**src/common/mul_config.svh**
```systemverilog
`ifndef MUL_CONFIG_SVH
`define MUL_CONFIG_SVH

// operand width of the multiplier, in bits.
`define MUL_OP_WIDTH 32

// default uart bit period in clocks.
// 100 MHz system clock at 115200 baud.
`define MUL_CLKS_PER_BIT 868

`endif

```
**src/common/mul_pkg.sv**
```systemverilog
`include "mul_config.svh"

package mul_pkg;

   typedef logic [`MUL_OP_WIDTH-1:0]   operand_t;
   typedef logic [2*`MUL_OP_WIDTH-1:0] product_t;
   typedef logic [3:0]                 nibble_t;

   // low nibble of a command byte.
   typedef enum logic [3:0] {
      LOAD_A = 4'd0,
      LOAD_B = 4'd1,
      READ   = 4'd2,
      START  = 4'd3
   } cmd_op_e;

   typedef enum logic {
      LOADING,
      MULTIPLY
   } ctrl_state_e;

endpackage

```
**src/common/uart_pkg.sv**
```systemverilog
package uart_pkg;

   typedef logic [7:0] uart_byte_t;

   typedef enum logic [1:0] {
      RX_IDLE,
      RX_START,
      RX_DATA,
      RX_STOP
   } rx_state_e;

   typedef enum logic [1:0] {
      TX_IDLE,
      TX_START,
      TX_DATA,
      TX_STOP
   } tx_state_e;

endpackage

```
**src/uart/uart_rx.sv**
```systemverilog
`timescale 1ns/1ps
`include "mul_config.svh"

module uart_rx #(
   parameter int CLKS_PER_BIT = `MUL_CLKS_PER_BIT
) (
   input  logic                 i_clk,
   input  logic                 i_nrst,
   input  logic                 i_rx,
   output uart_pkg::uart_byte_t o_data,
   output logic                 o_received
);
   import uart_pkg::*;

   localparam int               CNT_W    = $clog2(CLKS_PER_BIT);
   localparam logic [CNT_W-1:0] LAST_CNT = CNT_W'(CLKS_PER_BIT - 1);
   localparam logic [CNT_W-1:0] HALF_CNT = CNT_W'(CLKS_PER_BIT / 2 - 1);

   logic [2:0]       rx_sync;
   logic             rx_bit;
   rx_state_e        state;
   logic [CNT_W-1:0] cnt;
   logic [2:0]       bit_idx;
   logic             bit_end;
   uart_byte_t       shreg;

   // ----------------------------------------------------------------------
   // line resynchronizer, idles high.
   always_ff @(posedge i_clk or negedge i_nrst) begin
      if (!i_nrst) begin
         rx_sync <= 3'b111;
      end else begin
         rx_sync <= {rx_sync[1:0], i_rx};
      end
   end

   assign rx_bit  = rx_sync[2];
   assign bit_end = (cnt == LAST_CNT);

   // ----------------------------------------------------------------------
   // frame FSM, each bit is sampled in the middle of its period.
   always_ff @(posedge i_clk or negedge i_nrst) begin
      if (!i_nrst) begin
         state      <= RX_IDLE;
         cnt        <= '0;
         bit_idx    <= '0;
         o_received <= 1'b0;
      end else begin
         o_received <= 1'b0;
         case (state)
            RX_IDLE: begin
               cnt     <= '0;
               bit_idx <= '0;
               if (!rx_bit) state <= RX_START;
            end
            RX_START: begin
               if (cnt == HALF_CNT) begin
                  cnt   <= '0;
                  state <= rx_bit ? RX_IDLE : RX_DATA; // short glitch, not a start bit.
               end else begin
                  cnt <= cnt + 1'b1;
               end
            end
            RX_DATA: begin
               if (bit_end) begin
                  cnt     <= '0;
                  bit_idx <= bit_idx + 1'b1;
                  if (bit_idx == 3'd7) state <= RX_STOP;
               end else begin
                  cnt <= cnt + 1'b1;
               end
            end
            RX_STOP: begin
               if (bit_end) begin
                  state      <= RX_IDLE;
                  o_received <= rx_bit; // bad stop bit drops the byte.
               end else begin
                  cnt <= cnt + 1'b1;
               end
            end
            default: state <= RX_IDLE;
         endcase
      end
   end

   // lsb arrives first.
   always_ff @(posedge i_clk) begin
      if (state == RX_DATA && bit_end) shreg <= {rx_bit, shreg[7:1]};
   end

   assign o_data = shreg;

endmodule

```
**src/uart/uart_tx.sv**
```systemverilog
`timescale 1ns/1ps
`include "mul_config.svh"

module uart_tx #(
   parameter int CLKS_PER_BIT = `MUL_CLKS_PER_BIT
) (
   input  logic                 i_clk,
   input  logic                 i_nrst,
   input  logic                 i_send,
   input  uart_pkg::uart_byte_t i_data,
   output logic                 o_busy,
   output logic                 o_tx
);
   import uart_pkg::*;

   localparam int               CNT_W    = $clog2(CLKS_PER_BIT);
   localparam logic [CNT_W-1:0] LAST_CNT = CNT_W'(CLKS_PER_BIT - 1);

   tx_state_e        state;
   logic [CNT_W-1:0] cnt;
   logic [2:0]       bit_idx;
   logic             bit_end;
   uart_byte_t       shreg;

   assign bit_end = (cnt == LAST_CNT);
   assign o_busy  = (state != TX_IDLE);

   always_ff @(posedge i_clk or negedge i_nrst) begin
      if (!i_nrst) begin
         state   <= TX_IDLE;
         cnt     <= '0;
         bit_idx <= '0;
         o_tx    <= 1'b1;
      end else begin
         if (state == TX_IDLE) begin
            cnt     <= '0;
            bit_idx <= '0;
            if (i_send) begin
               state <= TX_START;
               o_tx  <= 1'b0;
            end
         end else if (!bit_end) begin
            cnt <= cnt + 1'b1;
         end else begin
            cnt <= '0;
            case (state)
               TX_START: begin
                  state <= TX_DATA;
                  o_tx  <= shreg[0];
               end
               TX_DATA: begin
                  bit_idx <= bit_idx + 1'b1;
                  if (bit_idx == 3'd7) begin
                     state <= TX_STOP;
                     o_tx  <= 1'b1;
                  end else begin
                     o_tx <= shreg[1]; // next bit, before the shift lands.
                  end
               end
               default: state <= TX_IDLE; // end of stop bit.
            endcase
         end
      end
   end

   always_ff @(posedge i_clk) begin
      if (state == TX_IDLE && i_send) begin
         shreg <= i_data;
      end else if (state == TX_DATA && bit_end) begin
         shreg <= shreg >> 1;
      end
   end

endmodule

```
**src/logic/seq_multiplier.sv**
```systemverilog
`timescale 1ns/1ps
`include "mul_config.svh"

module seq_multiplier #(
   parameter int DATA_WIDTH_A = `MUL_OP_WIDTH,
   parameter int DATA_WIDTH_B = `MUL_OP_WIDTH
) (
   input  logic                               i_clk,
   input  logic                               i_nrst,
   input  logic [DATA_WIDTH_A-1:0]            i_a,
   input  logic [DATA_WIDTH_B-1:0]            i_b,
   input  logic                               i_valid,
   output logic [DATA_WIDTH_A+DATA_WIDTH_B-1:0] o_c,
   output logic                               o_accept
);

   localparam int               C_W       = DATA_WIDTH_A + DATA_WIDTH_B;
   localparam int               CNT_W     = $clog2(DATA_WIDTH_B + 1);
   localparam logic [CNT_W-1:0] LAST_STEP = CNT_W'(DATA_WIDTH_B - 1);

   logic             busy;
   logic             load;
   logic [CNT_W-1:0] step;
   logic [C_W-1:0]   mcand;
   logic [C_W-1:0]   acc;
   logic [DATA_WIDTH_B-1:0] mplier;

   // no reload in the accept cycle, i_valid is still high there.
   assign load = i_valid && !busy && !o_accept;

   always_ff @(posedge i_clk or negedge i_nrst) begin
      if (!i_nrst) begin
         busy     <= 1'b0;
         step     <= '0;
         o_accept <= 1'b0;
      end else begin
         o_accept <= 1'b0;
         if (load) begin
            busy <= 1'b1;
            step <= '0;
         end else if (busy) begin
            step <= step + 1'b1;
            if (step == LAST_STEP) begin
               busy     <= 1'b0;
               o_accept <= 1'b1;
            end
         end
      end
   end

   // ----------------------------------------------------------------------
   // one multiplier bit per cycle.
   always_ff @(posedge i_clk) begin
      if (load) begin
         mcand  <= C_W'(i_a);
         mplier <= i_b;
         acc    <= '0;
      end else if (busy) begin
         if (mplier[0]) acc <= acc + mcand;
         mcand  <= mcand << 1;
         mplier <= mplier >> 1;
      end
   end

   assign o_c = acc;

endmodule

```
**src/logic/mul_cmd_ctrl.sv**
```systemverilog
`timescale 1ns/1ps

module mul_cmd_ctrl (
   input  logic                 i_clk,
   input  logic                 i_nrst,
   input  uart_pkg::uart_byte_t i_rx_data,
   input  logic                 i_rx_received,
   input  logic                 i_tx_busy,
   output uart_pkg::uart_byte_t o_tx_data,
   output logic                 o_send,
   output mul_pkg::operand_t    o_mul_a,
   output mul_pkg::operand_t    o_mul_b,
   output logic                 o_mul_valid,
   input  mul_pkg::product_t    i_mul_c,
   input  logic                 i_mul_accept
);
   import mul_pkg::*;

   localparam int OP_W = $bits(operand_t);

   ctrl_state_e state;
   cmd_op_e     cmd_op;
   nibble_t     cmd_nib;
   logic        cmd_take;
   logic        read_go;
   product_t    result;

   assign cmd_op   = cmd_op_e'(i_rx_data[3:0]);
   assign cmd_nib  = i_rx_data[7:4];
   assign cmd_take = i_rx_received && (state == LOADING); // busy multiplier ignores commands.
   assign read_go  = cmd_take && (cmd_op == READ) && !i_tx_busy;

   assign o_mul_valid = (state == MULTIPLY);

   always_ff @(posedge i_clk or negedge i_nrst) begin
      if (!i_nrst) begin
         state  <= LOADING;
         o_send <= 1'b0;
         result <= '0;
      end else begin
         o_send <= read_go;
         case (state)
            LOADING: begin
               if (read_go) begin
                  result <= result >> 8;
               end else if (cmd_take && cmd_op == START) begin
                  state <= MULTIPLY;
               end
            end
            MULTIPLY: begin
               if (i_mul_accept) begin
                  result <= i_mul_c;
                  state  <= LOADING;
               end
            end
            default: state <= LOADING;
         endcase
      end
   end

   // ----------------------------------------------------------------------
   // operands shift in ms nibble first.
   always_ff @(posedge i_clk) begin
      if (cmd_take && cmd_op == LOAD_A) o_mul_a <= {o_mul_a[OP_W-5:0], cmd_nib};
      if (cmd_take && cmd_op == LOAD_B) o_mul_b <= {o_mul_b[OP_W-5:0], cmd_nib};
      if (read_go) o_tx_data <= result[7:0]; // byte before the shift.
   end

endmodule

```
**src/logic/mul_uart_top.sv**
```systemverilog
`timescale 1ns/1ps
`include "mul_config.svh"

module mul_uart_top #(
   parameter int CLKS_PER_BIT = `MUL_CLKS_PER_BIT
) (
   input  logic i_clk,
   input  logic i_nrst,
   input  logic i_rx,
   output logic o_tx
);
   import uart_pkg::*;
   import mul_pkg::*;

   uart_byte_t rx_data;
   logic       rx_received;
   uart_byte_t tx_data;
   logic       tx_send;
   logic       tx_busy;
   operand_t   mul_a;
   operand_t   mul_b;
   product_t   mul_c;
   logic       mul_valid;
   logic       mul_accept;

   uart_rx #(
      .CLKS_PER_BIT (CLKS_PER_BIT)
   ) u_uart_rx (
      .i_clk        (i_clk),
      .i_nrst       (i_nrst),
      .i_rx         (i_rx),
      .o_data       (rx_data),
      .o_received   (rx_received)
   );

   mul_cmd_ctrl u_cmd_ctrl (
      .i_clk         (i_clk),
      .i_nrst        (i_nrst),
      .i_rx_data     (rx_data),
      .i_rx_received (rx_received),
      .i_tx_busy     (tx_busy),
      .o_tx_data     (tx_data),
      .o_send        (tx_send),
      .o_mul_a       (mul_a),
      .o_mul_b       (mul_b),
      .o_mul_valid   (mul_valid),
      .i_mul_c       (mul_c),
      .i_mul_accept  (mul_accept)
   );

   seq_multiplier #(
      .DATA_WIDTH_A (`MUL_OP_WIDTH),
      .DATA_WIDTH_B (`MUL_OP_WIDTH)
   ) u_mul (
      .i_clk        (i_clk),
      .i_nrst       (i_nrst),
      .i_a          (mul_a),
      .i_b          (mul_b),
      .i_valid      (mul_valid),
      .o_c          (mul_c),
      .o_accept     (mul_accept)
   );

   uart_tx #(
      .CLKS_PER_BIT (CLKS_PER_BIT)
   ) u_uart_tx (
      .i_clk        (i_clk),
      .i_nrst       (i_nrst),
      .i_send       (tx_send),
      .i_data       (tx_data),
      .o_busy       (tx_busy),
      .o_tx         (o_tx)
   );

endmodule

```
**config.mk**
```make
export PLATFORM = sky130hd
export DESIGN_NAME = mul_uart_top
export DESIGN_NICKNAME = d
export VERILOG_FILES = /design/src/common/mul_pkg.sv /design/src/common/uart_pkg.sv /design/src/uart/uart_rx.sv /design/src/uart/uart_tx.sv /design/src/logic/seq_multiplier.sv /design/src/logic/mul_cmd_ctrl.sv /design/src/logic/mul_uart_top.sv
export VERILOG_INCLUDE_DIRS = /design/src /design/src/common
export SDC_FILE = /design/constraint.sdc
export NUM_CORES = 1
export LEC_CHECK = 0
export ABC_AREA = 1
export BUFFER_PORTS_ARGS = -buffer_cell sky130_fd_sc_hd__buf_2
export CORE_MARGIN = 2
export CORE_UTILIZATION = 25
export DETAILED_ROUTE_END_ITERATION = 8
export GPL_TIMING_DRIVEN = 0
export PLACE_DENSITY_LB_ADDON = 0.15
export SETUP_SLACK_MARGIN = 0.4
export SLEW_MARGIN = 10
export SYNTH_ARGS = -nofsm -noshare
export SYNTH_HDL_FRONTEND = slang
export SYNTH_SLANG_ARGS = --single-unit
export TNS_END_PERCENT = 10
```
**constraint.sdc**
```tcl
create_clock -name i_clk -period 8.67 [get_ports i_clk]
set_input_delay 0.867 -clock i_clk [delete_from_list [all_inputs] [get_ports i_clk]]
set_output_delay 0.867 -clock i_clk [all_outputs]
set_load 0.02 [all_outputs]
```
Word level (Yosys, flattened, before mapping). Cells that the tools add are included.

Output and inout port bits: 1. Logic and storage cells: 137. Flip-flop bits (word level): 357.

Bitwise logic cells: 1. Add/sub/neg operators: 6. Equal/unequal tests: 24. Reduce and logical (&&, ||, !) cells: 31. Muxes and demuxes: 51.

Operators by type and width (number): 2-to-1 mux 32 bit (4); 2-to-1 mux 64 bit (2); case mux 64 bit (2 select lines) (1); adder 64 bit (1); 2-to-1 mux 10 bit (5); case mux 10 bit (4 select lines) (1); adder 10 x 1 -> 10 bit, second input constant (2); == test 10 bit, second input constant (2); 2-to-1 mux 2 bit (10); 2-to-1 mux 8 bit (2); 2-to-1 mux 1 bit (15); 2-to-1 mux 3 bit (4); 2-to-1 mux 6 bit (2); != test 2 x 1 -> 1 bit, second input constant (6); nonzero test 2 bit (6); logical AND 1 bit (11); == test 10 x 9 -> 1 bit, second input constant (1); == test 4 x 2 -> 1 bit, second input constant (2); case mux 2 bit (4 select lines) (1); AND reduction 2 bit (4); adder 3 x 1 -> 3 bit, second input constant (2); adder 6 x 1 -> 6 bit, second input constant (1); == test 2 bit, second input constant (3); == test 3 bit, second input constant (2); 15 further kinds (23).

Longest topological paths before layout.
Word-level depth: 6. Depth in mapped cells: 17. Depth with buffers taken out: 17.

Cells and area by module. Synthesis repeated with hierarchy kept, for this count alone.

Cell total of the unflattened synthesis: 2831. Area, all modules: 20460.9 um^2.

Modules (own cells, without submodules): seq_multiplier (cells an instance 1986, area each 12284.3 um^2, instances 1); mul_cmd_ctrl (cells an instance 565, area each 5585.4 um^2, instances 1); uart_rx (cells an instance 154, area each 1331.3 um^2, instances 1); uart_tx (cells an instance 126, area each 1260.0 um^2, instances 1).

Worst setup path after synthesis. Ideal clock, no wire load.

Kind: reg2reg. Start: reg u_cmd_ctrl.state, in the netlist u_cmd_ctrl.o_mul_valid. End: reg u_cmd_ctrl.o_mul_a[0] (enable). Cell stages (with the launch flop): 4. Required time: 8169 ps. Clock period less this slack: 4194 ps. Library setup time: 501 ps. Path buffers: 0. Path slack: 4476 ps. Arrival: 3693 ps. Path through: dfrtp_1 > nor2_1 > inv_1 > nor4_1.

Longest elaborated chain between the ends: 3.

Ends and longest elaborated chain: start, declared (RTL line mul_cmd_ctrl.sv:21) `ctrl_state_e state;`; start signal, assigned (RTL line mul_cmd_ctrl.sv:37) `state <= LOADING;`; start signal, assigned (RTL line mul_cmd_ctrl.sv:47) `state <= MULTIPLY;`; start signal, assigned (RTL line mul_cmd_ctrl.sv:53) `state <= LOADING;`; inverter 1 bit; logical AND 1 bit (RTL line mul_cmd_ctrl.sv:30) `assign cmd_take = i_rx_received && (state == LOADING);`; logical AND 1 bit (RTL line mul_cmd_ctrl.sv:64) `if (cmd_take && cmd_op == LOAD_A) o_mul_a <= {o_mul_a[OP_W-5:0], cmd_nib};`; end signal, assigned (RTL line mul_cmd_ctrl.sv:64); end, declared (RTL line mul_cmd_ctrl.sv:11) `output mul_pkg::operand_t o_mul_a,`.

Every way passes these cells. A chain may end at the register's enable or synchronous reset.

Final worst setup path.
Start: reg u_mul.mcand[0]. End: reg u_mul.acc[60], in the netlist u_mul.o_c[60].

Longest elaborated chain between the ends: 1.

Ends and longest elaborated chain: start, declared (RTL line seq_multiplier.sv:24) `logic [C_W-1:0] mcand;`; start signal, assigned (RTL line seq_multiplier.sv:55) `mcand <= C_W'(i_a);`; start signal, assigned (RTL line seq_multiplier.sv:60) `mcand <= mcand << 1;`; adder 64 bit (RTL line seq_multiplier.sv:59) `if (mplier[0]) acc <= acc + mcand;`; end signal, assigned (RTL line seq_multiplier.sv:59); end, declared (RTL line seq_multiplier.sv:25) `logic [C_W-1:0] acc;`.

Every way passes these cells.

==> results.sh <==
export IMPL_final_util_pct=29.09
export IMPL_synthArstFlopShare_pct=30.53
export IMPL_synth_seq_cells=357
export IMPL_slew_headroom_pct=27.91
export IMPL_clock_sinks=357
export IMPL_gp_congestion=0.9111
export IMPL_grt_max_degree=82
export IMPL_finalNetCount=2805
export IMPL_cp_slowest_stage_delay_ps=500
export IMPL_dieHeight_microns=284.9
export IMPL_period_share_pct=33.05
export IMPL_maxCapViolations=0
export IMPL_die_w_microns=284.9
export IMPL_whs_ps=158.3
export IMPL_numPlacedInstances=3722
export IMPL_p_sw_share_pct=21.63
export IMPL_wl_microns=63830
export IMPL_wire_per_inst_microns=16.80
export IMPL_cts_setup_buffers=0
export IMPL_critical_path_class="register to register"
export IMPL_area_growth_syn_to_layout_pct=14.64
export IMPL_post_place_ws_ps=5807
export IMPL_coreArea_sq_um=77720
export IMPL_fin_ws_ps=5805
export IMPL_overflow=0
export IMPL_drtIter0Drc=1167
export IMPL_avgSynthCellArea_sq_um=7.386
export IMPL_setup_tns_ps=0
export IMPL_dieArea_sq_um=81140
export IMPL_hold_buffers=0
export IMPL_intPower_mw=2.848
export IMPL_finalClockSkew_ps=23.26
export IMPL_route_detailed_drc=0
export IMPL_cp_slowest_cell="edfxtp_1"
export IMPL_cts_buffers=43
export IMPL_grt_pass1_vias=16104
export IMPL_final_cell_area_sq_um=22610
export IMPL_status="complete, no violations"
export IMPL_switchingPower_mw=0.7861
export IMPL_start_util_pct=25.37
export IMPL_netlist_area_sq_um=19720
export IMPL_cts_tree="built"
export IMPL_min_period_ps=2865
export IMPL_ir_drop_v=0.0001223
export IMPL_hold_path_class="input port to asynchronous set/reset pin"
export IMPL_finalSetupViolCount=0
export IMPL_synth_most_common_cell="nand2_1"
export IMPL_antenna_found_initial=1
export IMPL_p_clk_share_pct=51.5
export IMPL_clk_pin_slew_ps=60
export IMPL_cts_root_buf="clkbuf_16"
export IMPL_pin_count=4
export IMPL_cp_required_ps=9150
export IMPL_synthesis_nets=2748
export IMPL_drv_slew=0
export IMPL_fmax_mhz=349.0
export IMPL_stdcell_count=3799
export IMPL_drive_gt1_share_pct=5.509
export IMPL_finalPower_mw=3.635
export IMPL_cp_num_buf_inv=2
export IMPL_ant_nets=0
export IMPL_p_per_area_nw_per_um2=160.8
export IMPL_synth_cells=2670
export IMPL_worstSkewPairLatency_ps=600
export IMPL_rsz0062_at_grt="no"
export IMPL_ys_seq_area_share_pct=46.75
export IMPL_critPathTopFamily="simple AND/OR/NAND/NOR gates"
export IMPL_synth_top_area_share_pct=23.15
export IMPL_worst_slew_pin_slew_ps=1070
export IMPL_p_comb_share_pct=0.4
export IMPL_critical_path_cell_count=14
export IMPL_hpwl_microns=50690
export IMPL_cts_max_level=2
export IMPL_ys_top_cells_by_area="edfxtp_1 23%, nand2_1 18%, dfrtp_1 13%, dfxtp_1 9.7%, inv_1 9.4%"
export IMPL_rows=102
export IMPL_placed_area_sq_um=21170
export IMPL_grt_use_total_pct=15.60
export IMPL_startpoint_type="register"
export IMPL_vias_per_cell=4.367
export IMPL_worst_ep_arrival_time_ps=3350
export IMPL_antennaDiodeCount=0
export IMPL_synth_edf_count=152
export IMPL_cts_resized=0
export IMPL_synth_common_cells="936 x nand2_1, 493 x inv_1, 183 x o21ai_0"
export IMPL_hold_viol_final=0
export IMPL_clockBufferDepth=3
export IMPL_yosys_warnings=0
export IMPL_synthFlopType="edfxtp_1"
export IMPL_first_pass_iters=5
export IMPL_yosysTopAreaCell="edfxtp_1"
export IMPL_crit_chain="ha_1 > fa_1 > nand3_1 > nand3_1 > inv_1 > nor2_1 > o21ai_1 > nand2_1 > nand2_1 > nand2_1 > nand2_1 > nand3_1 > nand2_1 > inv_1"
export IMPL_vias=16592
export IMPL_cp_max_fo=4
export IMPL_cpMostUsedCell="nand2_1"
export IMPL_p_leak_nw=10.57
export IMPL_io_buffers=3
export IMPL_p_seq_share_pct=48.1
export IMPL_r2r_cells=14
export IMPL_grt_pass1_wl_microns=96990
export IMPL_yosys_cell_types_count=44
export IMPL_worstSetupEndpointType="register"
==> path summary, 6_finish.rpt <==
kind	start	to	slack, ps
min in group i_clk	u_uart_rx.rx_sync[1]	u_uart_rx.rx_sync[2]	360
max in group asynchronous	i_nrst	u_cmd_ctrl.result[24]	7730
max	u_mul.mcand[0]	u_mul.o_c[60]	5800
min	i_nrst	u_uart_rx.cnt[4]	160
max reg2reg	u_mul.mcand[0]	u_mul.o_c[60]	5800
min reg2reg	u_uart_rx.rx_sync[1]	u_uart_rx.rx_sync[2]	360
==> metal layers <==
layer | GRT usage (%) | wire, microns | vias up | share of wire (%)
met5 | 0 | 0 | - | 0
met3 | 2.320 | 3076 | 80 | 4.8
met4 | 3.947 | 1466 | 0 | 2.3
met1 | 22.82 | 32060 | 7726 | 50
met2 | 23.94 | 27230 | 314 | 43
li1 | - | - | 8472 | -
==> final cells by class <==
class | instances | area [sq um]
Tap cell | 1040 | 1301
Clock buffer | 57 | 1159
Clock inverter | 20 | 280.3
Timing Repair Buffer | 12 | 133.9
Multi-Input combinational cell | 1748 | 8353
Inverter | 496 | 1864
Sequential cell | 357 | 9219
Buffer | 69 | 297.8
Fill cell | 8464 | 55110
==> power groups by stage <==
stage	Clock, mW	Combinational, mW	Sequential (mW)
4_1_cts	1.94	0.0142	1.75
5_1_grt	2.00	0.0156	1.75
3_5_place_dp	0	0.0142	1.78
6_report	1.87	0.0130	1.75
3_3_place_gp	0	0.0120	1.78
2_1_floorplan	0	0.000182	1.78
==> sequential cells by signal, summed over array words and instances, names as in the netlist, 10 cells and up, named ones only <==
register            cells
u_cmd_ctrl.o_mul_a     32
u_cmd_ctrl.o_mul_b     32
u_cmd_ctrl.result      64
u_mul.mcand            64
u_mul.mplier           32
u_mul.o_c              64
u_uart_rx.cnt          10
u_uart_tx.cnt          10
==> cells in the final DEF, fill, tap and decap left out, drive strengths merged, types with 84 or more instances in the layout <==
cell type	n
o21ai	186
edfxtp	152
dfrtp	105
a21oi	84
nor2	184
dfxtp	96
clkbuf	99
nand3	139
nand2	946
inv	499
==> cells by family after synthesis <==
group                    Yosys count  synth area share [%]
adder cells (fa/ha/maj)           75                 4.797
flip-flops                       357                 46.75
buffers and inverters            565                 10.95
XOR/XNOR                          28                 1.244
AO/OA/AOI/OAI                    314                 8.508
AND/OR/NAND/NOR                 1324                 27.35
multiplexers                       7                0.3997
==> worst register-to-register path: stages (launching register included) <==
cell      delay, ps
edfxtp_1        500
ha_1            300
fa_1            450
nand3_1         120
nand3_1         190
inv_1           110
nor2_1           60
o21ai_1         210
nand2_1         240
nand2_1         260
nand2_1          80
nand2_1          70
nand3_1          60
nand2_1          80
inv_1            30
Power figures use the tool's default switching activity.
